[config.mk]
export PLATFORM = sky130hd
export DESIGN_NAME = cvxif_coprocessor
export DESIGN_NICKNAME = d
export VERILOG_FILES = /design/src/logic/copro_instr_pkg.sv /design/src/logic/cvxif_pkg.sv /design/src/logic/copro_ctrl.sv /design/src/logic/cvxif_coprocessor.sv /design/src/logic/delay_counter.sv /design/src/logic/instr_decoder.sv /design/src/logic/issue_queue.sv /design/src/logic/result_unit.sv
export SDC_FILE = /design/constraint.sdc
export NUM_CORES = 1
export LEC_CHECK = 0
export BUFFER_PORTS_ARGS = -buffer_cell sky130_fd_sc_hd__buf_2
export CAP_MARGIN = 5
export CELL_PAD_IN_SITES_DETAIL_PLACEMENT = 1
export CELL_PAD_IN_SITES_GLOBAL_PLACEMENT = 2
export CORE_MARGIN = 2
export CORE_UTILIZATION = 40
export DETAILED_ROUTE_END_ITERATION = 6
export GPL_ROUTABILITY_DRIVEN = 1
export MAX_ROUTING_LAYER = met4
export PLACE_DENSITY_LB_ADDON = 0.1
export SYNTH_ARGS = -nofsm -noshare
export SYNTH_HDL_FRONTEND = slang
export SYNTH_HIERARCHICAL = 1
export SYNTH_SLANG_ARGS = --single-unit
export TNS_END_PERCENT = 1
[constraint.sdc]
create_clock -name clk_i -period 5.1 [get_ports clk_i]
set_clock_uncertainty 0.15 [all_clocks]
set_input_delay 0.255 -clock clk_i [delete_from_list [all_inputs] [get_ports clk_i]]
set_output_delay 0.255 -clock clk_i [all_outputs]
set_load 0.01 [all_outputs]
[src/logic/copro_instr_pkg.sv]
// --------------------
// Custom instruction set
// Opcode and funct3 encodings of the add instructions
// and the internal operation code
// --------------------

package copro_instr_pkg;

  typedef logic [6:0] opcode_t;
  typedef logic [2:0] funct3_t;

  // Internal operation code carried through the queue
  typedef logic [1:0] op_t;

  // RISC-V custom-0 and custom-1 major opcodes
  localparam opcode_t OPCODE_CUSTOM0 = 7'b000_1011;
  localparam opcode_t OPCODE_CUSTOM1 = 7'b010_1011;

  localparam funct3_t FUNCT3_ADD = 3'b000;
  localparam funct3_t FUNCT3_NOP = 3'b001;

  // Completes with zero and no writeback
  localparam op_t OP_NOP  = 2'd0;
  // rd = rs1 + rs2
  localparam op_t OP_ADD2 = 2'd1;
  // rd = rs1 + rs2 + rs3
  localparam op_t OP_ADD3 = 2'd2;

  // Instruction field positions
  localparam int unsigned OPCODE_LSB = 0;
  localparam int unsigned FUNCT3_LSB = 12;

endpackage

[src/logic/cvxif_pkg.sv]
// --------------------
// Core-side interface types
// Widths and vector types shared by the issue,
// commit and result channels of the coprocessor
// --------------------

package cvxif_pkg;

  // Register width of the host core
  localparam int unsigned XLEN = 32;

  // Instruction word width
  localparam int unsigned ILEN = 32;

  // Width of the id tag the core attaches to each instruction
  localparam int unsigned ID_WIDTH = 4;

  // Architectural register index width
  localparam int unsigned REG_ADDR_WIDTH = 5;

  typedef logic [XLEN-1:0]           xlen_t;
  typedef logic [ILEN-1:0]           instr_t;
  typedef logic [ID_WIDTH-1:0]       id_t;
  typedef logic [REG_ADDR_WIDTH-1:0] reg_addr_t;

endpackage

[src/logic/copro_ctrl.sv]
// --------------------
// Coprocessor controller
// Sequences commit or kill of the queue head, the
// result delay and the result handshake
// --------------------

`timescale 1ns/1ns

module copro_ctrl (
  input  logic            clk_i,
  input  logic            rst_i,
  input  logic            clear_i,
  input  logic            empty_i,
  input  cvxif_pkg::id_t  head_id_i,
  input  logic            commit_valid_i,
  input  cvxif_pkg::id_t  commit_id_i,
  input  logic            commit_kill_i,
  input  logic            done_i,
  input  logic            result_ready_i,
  output logic            pop_o,
  output logic            cnt_clear_o,
  output logic            cnt_en_o,
  output logic            load_o,
  output logic            result_valid_o
);

  typedef enum logic [1:0] {
    IDLE,
    WAIT_COMMIT,
    DELAY,
    RESULT
  } state_t;

  state_t state_q;
  state_t state_d;
  logic   waiting;
  logic   commit_hit;
  logic   result_fire;

  // A head that just arrived in IDLE may be committed right away
  assign waiting     = (state_q == IDLE || state_q == WAIT_COMMIT) && !empty_i;
  assign commit_hit  = waiting && commit_valid_i && (commit_id_i == head_id_i);
  assign result_fire = (state_q == RESULT) && result_ready_i;

  assign pop_o          = (commit_hit && commit_kill_i) || result_fire;
  assign cnt_clear_o    = commit_hit && !commit_kill_i;
  assign cnt_en_o       = (state_q == DELAY);
  assign load_o         = (state_q == DELAY) && done_i;
  assign result_valid_o = (state_q == RESULT);

  always_comb begin
    state_d = state_q;
    case (state_q)
      IDLE, WAIT_COMMIT: begin
        if (empty_i) begin
          state_d = IDLE;
        end else if (commit_hit && !commit_kill_i) begin
          state_d = DELAY;
        end else begin
          // Killed head is popped, the next one is waited on
          state_d = WAIT_COMMIT;
        end
      end
      DELAY: begin
        if (done_i) begin
          state_d = RESULT;
        end
      end
      RESULT: begin
        if (result_fire) begin
          state_d = empty_i ? IDLE : WAIT_COMMIT;
        end
      end
      default: state_d = IDLE;
    endcase
  end

  always_ff @(posedge clk_i) begin
    if (rst_i || clear_i) begin
      state_q <= IDLE;
    end else begin
      state_q <= state_d;
    end
  end

endmodule

[src/logic/cvxif_coprocessor.sv]
// --------------------
// Add coprocessor top level
// Decodes custom adds from the issue channel, queues them
// until commit and returns the delayed sum as a result
// --------------------

`timescale 1ns/1ns

module cvxif_coprocessor #(
  parameter int unsigned QUEUE_DEPTH = 4,
  parameter int unsigned DELAY_BITS  = 3,
  parameter int unsigned NUM_RS      = 3
) (
  input  logic                  clk_i,
  input  logic                  rst_i,
  input  logic                  clear_i,
  input  logic                  issue_valid_i,
  input  cvxif_pkg::instr_t     issue_instr_i,
  input  cvxif_pkg::id_t        issue_id_i,
  input  cvxif_pkg::xlen_t      issue_rs1_i,
  input  cvxif_pkg::xlen_t      issue_rs2_i,
  input  cvxif_pkg::xlen_t      issue_rs3_i,
  output logic                  issue_ready_o,
  output logic                  issue_accept_o,
  output logic                  issue_writeback_o,
  input  logic                  commit_valid_i,
  input  cvxif_pkg::id_t        commit_id_i,
  input  logic                  commit_kill_i,
  output logic                  result_valid_o,
  input  logic                  result_ready_i,
  output cvxif_pkg::xlen_t      result_data_o,
  output cvxif_pkg::id_t        result_id_o,
  output cvxif_pkg::reg_addr_t  result_rd_o,
  output logic                  result_we_o
);

  import cvxif_pkg::*;
  import copro_instr_pkg::*;

  op_t                   dec_op;
  logic                  push;
  logic                  pop;
  logic                  full;
  logic                  empty;
  op_t                   head_op;
  id_t                   head_id;
  reg_addr_t             head_rd;
  xlen_t                 head_rs1;
  xlen_t                 head_rs2;
  xlen_t                 head_rs3;
  logic                  head_we;
  logic                  cnt_clear;
  logic                  cnt_en;
  logic                  cnt_done;
  logic                  load;
  logic [DELAY_BITS-1:0] target;

  instr_decoder #(
    .NUM_RS(NUM_RS)
  ) u_decoder (
    .issue_instr_i(issue_instr_i),
    .accept_o     (issue_accept_o),
    .writeback_o  (issue_writeback_o),
    .op_o         (dec_op)
  );

  // Rejected transfers are dropped
  assign push          = issue_valid_i && issue_ready_o && issue_accept_o;
  assign issue_ready_o = !full;

  issue_queue #(
    .QUEUE_DEPTH(QUEUE_DEPTH)
  ) u_queue (
    .clk_i     (clk_i),
    .rst_i     (rst_i),
    .flush_i   (clear_i),
    .push_i    (push),
    .pop_i     (pop),
    .in_op_i   (dec_op),
    .in_id_i   (issue_id_i),
    .in_rd_i   (issue_instr_i[11:7]),
    .in_rs1_i  (issue_rs1_i),
    .in_rs2_i  (issue_rs2_i),
    .in_rs3_i  (issue_rs3_i),
    .in_we_i   (issue_writeback_o),
    .head_op_o (head_op),
    .head_id_o (head_id),
    .head_rd_o (head_rd),
    .head_rs1_o(head_rs1),
    .head_rs2_o(head_rs2),
    .head_rs3_o(head_rs3),
    .head_we_o (head_we),
    .full_o    (full),
    .empty_o   (empty)
  );

  copro_ctrl u_ctrl (
    .clk_i         (clk_i),
    .rst_i         (rst_i),
    .clear_i       (clear_i),
    .empty_i       (empty),
    .head_id_i     (head_id),
    .commit_valid_i(commit_valid_i),
    .commit_id_i   (commit_id_i),
    .commit_kill_i (commit_kill_i),
    .done_i        (cnt_done),
    .result_ready_i(result_ready_i),
    .pop_o         (pop),
    .cnt_clear_o   (cnt_clear),
    .cnt_en_o      (cnt_en),
    .load_o        (load),
    .result_valid_o(result_valid_o)
  );

  delay_counter #(
    .DELAY_BITS(DELAY_BITS)
  ) u_counter (
    .clk_i   (clk_i),
    .rst_i   (rst_i),
    .clear_i (cnt_clear),
    .en_i    (cnt_en),
    .target_i(target),
    .done_o  (cnt_done)
  );

  result_unit #(
    .DELAY_BITS(DELAY_BITS)
  ) u_result (
    .clk_i        (clk_i),
    .rst_i        (rst_i),
    .load_i       (load),
    .op_i         (head_op),
    .id_i         (head_id),
    .rd_i         (head_rd),
    .rs1_i        (head_rs1),
    .rs2_i        (head_rs2),
    .rs3_i        (head_rs3),
    .we_i         (head_we),
    .target_o     (target),
    .result_data_o(result_data_o),
    .result_id_o  (result_id_o),
    .result_rd_o  (result_rd_o),
    .result_we_o  (result_we_o)
  );

endmodule

[src/logic/delay_counter.sv]
// --------------------
// Delay counter
// Counts cycles after a commit and flags when the
// count reaches the requested target
// --------------------

`timescale 1ns/1ns

module delay_counter #(
  parameter int unsigned DELAY_BITS = 3
) (
  input  logic                  clk_i,
  input  logic                  rst_i,
  input  logic                  clear_i,
  input  logic                  en_i,
  input  logic [DELAY_BITS-1:0] target_i,
  output logic                  done_o
);

  logic [DELAY_BITS-1:0] count;

  // Clear wins over counting
  always_ff @(posedge clk_i) begin
    if (rst_i || clear_i) begin
      count <= '0;
    end else if (en_i) begin
      count <= count + 1'b1;
    end
  end

  assign done_o = (count == target_i);

endmodule

[src/logic/instr_decoder.sv]
// --------------------
// Instruction decoder
// Matches an offered word against the custom table and
// returns accept, writeback and the operation code
// --------------------

`timescale 1ns/1ns

module instr_decoder #(
  parameter int unsigned NUM_RS = 3
) (
  input  cvxif_pkg::instr_t     issue_instr_i,
  output logic                  accept_o,
  output logic                  writeback_o,
  output copro_instr_pkg::op_t  op_o
);

  import copro_instr_pkg::*;

  opcode_t opcode;
  funct3_t funct3;

  assign opcode = issue_instr_i[OPCODE_LSB +: 7];
  assign funct3 = issue_instr_i[FUNCT3_LSB +: 3];

  always_comb begin
    // Rejected unless a table entry matches
    accept_o    = 1'b0;
    writeback_o = 1'b0;
    op_o        = OP_NOP;

    case (opcode)
      OPCODE_CUSTOM0: begin
        if (funct3 == FUNCT3_ADD) begin
          accept_o    = 1'b1;
          writeback_o = 1'b1;
          op_o        = OP_ADD2;
        end else if (funct3 == FUNCT3_NOP) begin
          accept_o = 1'b1;
          op_o     = OP_NOP;
        end
      end
      OPCODE_CUSTOM1: begin
        // Three-operand add needs rs3 from the core
        if (funct3 == FUNCT3_ADD && NUM_RS == 3) begin
          accept_o    = 1'b1;
          writeback_o = 1'b1;
          op_o        = OP_ADD3;
        end
      end
      default: begin
      end
    endcase
  end

endmodule

[src/logic/issue_queue.sv]
// --------------------
// Issue queue
// In-order circular buffer of accepted instructions,
// head shown fall-through, flushable
// --------------------

`timescale 1ns/1ns

module issue_queue #(
  parameter int unsigned QUEUE_DEPTH = 4
) (
  input  logic                   clk_i,
  input  logic                   rst_i,
  input  logic                   flush_i,
  input  logic                   push_i,
  input  logic                   pop_i,
  input  copro_instr_pkg::op_t   in_op_i,
  input  cvxif_pkg::id_t         in_id_i,
  input  cvxif_pkg::reg_addr_t   in_rd_i,
  input  cvxif_pkg::xlen_t       in_rs1_i,
  input  cvxif_pkg::xlen_t       in_rs2_i,
  input  cvxif_pkg::xlen_t       in_rs3_i,
  input  logic                   in_we_i,
  output copro_instr_pkg::op_t   head_op_o,
  output cvxif_pkg::id_t         head_id_o,
  output cvxif_pkg::reg_addr_t   head_rd_o,
  output cvxif_pkg::xlen_t       head_rs1_o,
  output cvxif_pkg::xlen_t       head_rs2_o,
  output cvxif_pkg::xlen_t       head_rs3_o,
  output logic                   head_we_o,
  output logic                   full_o,
  output logic                   empty_o
);

  import cvxif_pkg::*;
  import copro_instr_pkg::*;

  localparam int unsigned PTR_W = (QUEUE_DEPTH > 1) ? $clog2(QUEUE_DEPTH) : 1;
  localparam int unsigned CNT_W = $clog2(QUEUE_DEPTH + 1);

  op_t       op_mem  [QUEUE_DEPTH];
  id_t       id_mem  [QUEUE_DEPTH];
  reg_addr_t rd_mem  [QUEUE_DEPTH];
  xlen_t     rs1_mem [QUEUE_DEPTH];
  xlen_t     rs2_mem [QUEUE_DEPTH];
  xlen_t     rs3_mem [QUEUE_DEPTH];
  logic      we_mem  [QUEUE_DEPTH];

  logic [PTR_W-1:0] wr_ptr;
  logic [PTR_W-1:0] rd_ptr;
  logic [CNT_W-1:0] count;
  logic             do_push;
  logic             do_pop;

  assign full_o  = (count == CNT_W'(QUEUE_DEPTH));
  assign empty_o = (count == '0);
  assign do_push = push_i && !full_o;
  assign do_pop  = pop_i && !empty_o;

  // Pointers and occupancy
  always_ff @(posedge clk_i) begin
    if (rst_i || flush_i) begin
      wr_ptr <= '0;
      rd_ptr <= '0;
      count  <= '0;
    end else begin
      if (do_push) begin
        wr_ptr <= wr_ptr + 1'b1;
      end
      if (do_pop) begin
        rd_ptr <= rd_ptr + 1'b1;
      end
      count <= count + CNT_W'(do_push) - CNT_W'(do_pop);
    end
  end

  // Entry storage
  always_ff @(posedge clk_i) begin
    if (do_push) begin
      op_mem[wr_ptr]  <= in_op_i;
      id_mem[wr_ptr]  <= in_id_i;
      rd_mem[wr_ptr]  <= in_rd_i;
      rs1_mem[wr_ptr] <= in_rs1_i;
      rs2_mem[wr_ptr] <= in_rs2_i;
      rs3_mem[wr_ptr] <= in_rs3_i;
      we_mem[wr_ptr]  <= in_we_i;
    end
  end

  assign head_op_o  = op_mem[rd_ptr];
  assign head_id_o  = id_mem[rd_ptr];
  assign head_rd_o  = rd_mem[rd_ptr];
  assign head_rs1_o = rs1_mem[rd_ptr];
  assign head_rs2_o = rs2_mem[rd_ptr];
  assign head_rs3_o = rs3_mem[rd_ptr];
  assign head_we_o  = we_mem[rd_ptr];

endmodule

[src/logic/result_unit.sv]
// --------------------
// Result unit
// Adds the head operands, derives the delay target
// and holds the result registers
// --------------------

`timescale 1ns/1ns

module result_unit #(
  parameter int unsigned DELAY_BITS = 3
) (
  input  logic                   clk_i,
  input  logic                   rst_i,
  input  logic                   load_i,
  input  copro_instr_pkg::op_t   op_i,
  input  cvxif_pkg::id_t         id_i,
  input  cvxif_pkg::reg_addr_t   rd_i,
  input  cvxif_pkg::xlen_t       rs1_i,
  input  cvxif_pkg::xlen_t       rs2_i,
  input  cvxif_pkg::xlen_t       rs3_i,
  input  logic                   we_i,
  output logic [DELAY_BITS-1:0]  target_o,
  output cvxif_pkg::xlen_t       result_data_o,
  output cvxif_pkg::id_t         result_id_o,
  output cvxif_pkg::reg_addr_t   result_rd_o,
  output logic                   result_we_o
);

  import cvxif_pkg::*;
  import copro_instr_pkg::*;

  xlen_t sum;

  always_comb begin
    case (op_i)
      OP_ADD2: sum = rs1_i + rs2_i;
      OP_ADD3: sum = rs1_i + rs2_i + rs3_i;
      default: sum = '0;
    endcase
  end

  // Low sum bits set how long the result is held back
  assign target_o = sum[DELAY_BITS-1:0];

  always_ff @(posedge clk_i) begin
    if (load_i) begin
      result_data_o <= sum;
      result_id_o   <= id_i;
      result_rd_o   <= rd_i;
    end
  end

  always_ff @(posedge clk_i) begin
    if (rst_i) begin
      result_we_o <= 1'b0;
    end else if (load_i) begin
      result_we_o <= we_i;
    end
  end

endmodule

==> results.cfg <==
[outcome]
status = finished, violations left
violations = negative setup slack

[clock_network]
path_clk_slew_ns = 0.06
clock_sinks = 488
root_buffer = clkbuf_16
numCtsBuffers = 52
clock_path_buffers = 3
cts_tree = built
clk_latency_ns = 0.61
htreeDepth = 2

[synth]
syn_inst = 1227
ys_ff_latch = 488
synth_nets = 1446
synthDistinctLibCells = 77
synth_edf_count = 473
yosysSeqAreaShare = 0.677
synthFlopType = edfxtp_1
synthArstFlopShare = 0
syn-cell-area_sq_mm = 0.0214
avgSynthCellArea_sq_um = 17.5
yosysWarningCount = 6

[timing]
finalSetupViolCount = 9
tightest_slew_ns = 0.930
fmax_mhz = 188
maxSlewViolCount = 0
hold_violations = 0
fin_ws_ns = -0.225
rsz0062_at_grt = true
timing.final.crit_share = 1.04
setup_tns_ns = -0.983
fin_crit_ns = 5.32
slew_headroom = 0.375

[global_route]
antenna_found_initial = 9
grt_max_degree = 55
grt_pass1_vias = 14000
gr-usage-all-layers = 0.205
grt_pass1_wl_um = 83900
overflow = 0

[pwr]
p_sw_frac = 0.195
p_comb_frac = 0.023
seqPwrFrac = 0.526
power_w = 0.00834
power_density_mw_per_mm2 = 296
power.share.clock = 0.451
p_leak_nw = 10.2
power_switching_w = 0.00162
worst_ir_drop_vdd_v = 0.000280
p_int_w = 0.00672

[finish]
layout-drive-gt1-share = 0.373
fillers = 5005
fin_nets = 1971
seq_area_sq_mm = 0.0145
multi_input_area_sq_mm = 0.00702
areaGrowthSynthToFinish_pct = 31.4
final_area_sq_mm = 0.0282
fin_util = 0.534
final_cell_mix = 473 x edfxtp_1, 198 x buf_4, 172 x buf_2
final_common_cell = edfxtp_1

[routing]
firstDrtPassIters = 4
drt_iter0_markers = 662
num_vias = 12900
drc = 0
routed_via_density = 5.20
routed_wirelength_um = 54000
wire_per_inst_um = 21.7
drtAntennaViolNets = 0

[worst_setup_path]
worstPathRequired_ns = 5.31
cp-start-kind = register
r2r_cells = 21
cp_max_fo = 6
worstReg2RegEnd = u_result/result_data_o[29]
worstSetupEndpointType = register
reg2reg_setup_slack_ns = -0.22
crit_arrival_ns = 5.53
criticalPathCategory = register to register

[placed_design]
postPlaceCellArea_sq_mm = 0.0246
io_buffers = 171
hpwl_um = 37400
pre_cts_slack_ns = -0.417
gp_congestion = 0.836

[hold_path]
holdPathStages = 3
min_to = u_queue/op_mem[2][0]
hold_class = primary input to register
min_from = issue_instr_i[5]

[floorplanning]
rows = 84
dieArea_sq_mm = 0.0555
core_sq_mm = 0.0528
initial_core_util = 0.406
die_w_um = 236
io_pins = 189
die_h_um = 236

[run]
max-cap-violations = 0
[kinds of logic (layout without fill, tap and decap cells)]
logic type / Yosys count / after routing / synth area share
flops: 488 / 488 / 0.677
compound gates: 229 / 229 / 0.0768
simple gates: 188 / 188 / 0.0442
mux: 114 / 114 / 0.116
fa+ha+maj: 76 / 76 / 0.0454
buf+inv: 73 / 636 / 0.0156
xor+xnor: 59 / 59 / 0.0252
other cells: 0 / 9 / 0
[state kept, by name (all words and copies together), names as in the netlist, 5 cells and up, named ones only]
register and count:
u_result/result_rd_o 5, u_queue/rs3_mem 128, u_queue/rs2_mem 128, u_queue/op_mem 8
u_result/result_data_o 32, u_queue/id_mem 16, u_queue/rs1_mem 128, u_queue/rd_mem 20
[routing by layer]
layer  global-route usage  wire length (um)
met5                    -                 0
met4               0.0463               929
met3               0.0366              2180
met2                0.323             25800
met1                0.279             25100
[layout make-up]
cell class                 count  share of cell area
antenna                        9            0.000799
clock buffer                  66              0.0506
clock inverter                26             0.00995
inverter                      31             0.00413
multi-input combinational    666               0.249
sequential                   488               0.515
tap                          688              0.0305
timing repair buffer         513               0.140
[how the worst max path moves through the flow]
stage / start / end / slack [ns] / cells past startpoint
after floorplan: register / u_result/result_data_o[25] / 0.001 / 22
after CTS: register / u_result/result_data_o[29] / -0.23 / 23
final: register / u_result/result_data_o[29] / -0.22 / 21
after global routing: register / u_result/result_data_o[29] / -0.48 / 23
after global placement: register / u_result/result_data_o[25] / -0.40 / 22
after detailed placement: register / u_result/result_data_o[25] / -0.42 / 22
[worst max-delay path, cell delays in order, from the launching register on]
cell     delay [ns]
dfxtp_4        0.42
buf_12         0.15
mux4_2         0.55
buf_6          0.15
fa_2           0.38
a21o_1         0.20
a31oi_4        0.17
o21ai_4        0.09
o31ai_4        0.32
buf_6          0.15
buf_4          0.10
o21a_4         0.13
o21ai_0        0.10
xor2_1         0.34
ha_1           0.32
a21o_1         0.19
a21oi_1        0.16
o21ai_0        0.13
a221o_1        0.41
a31oi_2        0.19
xnor2_1        0.10
a22o_1         0.17
[power groups by stage]
stage          combinational [W]  clock (W)  sequential [W]
6_report                0.000189    0.00376         0.00438
5_1_grt                 0.000209    0.00402         0.00438
4_1_cts                 0.000190    0.00387         0.00438
3_5_place_dp            0.000116          0         0.00447
3_3_place_gp            0.000109          0         0.00447
2_1_floorplan          0.0000180          0         0.00447
[cell usage after synthesis (all sizes together), types with 13 or more instances]
| library cell | count | area [sq um] |
|---|---|---|
| a21o | 27 | 203 |
| a21oi | 61 | 309 |
| a22oi | 14 | 105 |
| buf | 21 | 139 |
| clkbuf | 21 | 78.8 |
| dfxtp | 15 | 300 |
| edfxtp | 473 | 14200 |
| ha | 73 | 913 |
| inv | 31 | 116 |
| mux4 | 108 | 2430 |
| nand2 | 52 | 195 |
| nand3 | 13 | 70.1 |
| nor2 | 48 | 180 |
| nor3 | 15 | 75.1 |
| o21ai | 39 | 199 |
| xnor2 | 34 | 313 |
| xor2 | 25 | 226 |
[repair_timing]
item	CTS	global route
resized for setup	49	35
hold buffers	119	0
endpoints found under the hold margin	443	0
setup buffers	9	7
cloned	1	0
pin swaps	32	36
setup endpoints to repair	15	18
[through the flow]
step | hold slack (ns) | instances
floorplan | 0.170 | 1227
finish | 0.0849 | 2487
global route | 0.0951 | 2487
global placement | 0.317 | 2249
detailed placement | 0.320 | 2249
CTS | 0.0143 | 2470
(Power assumes the default switching activity.)
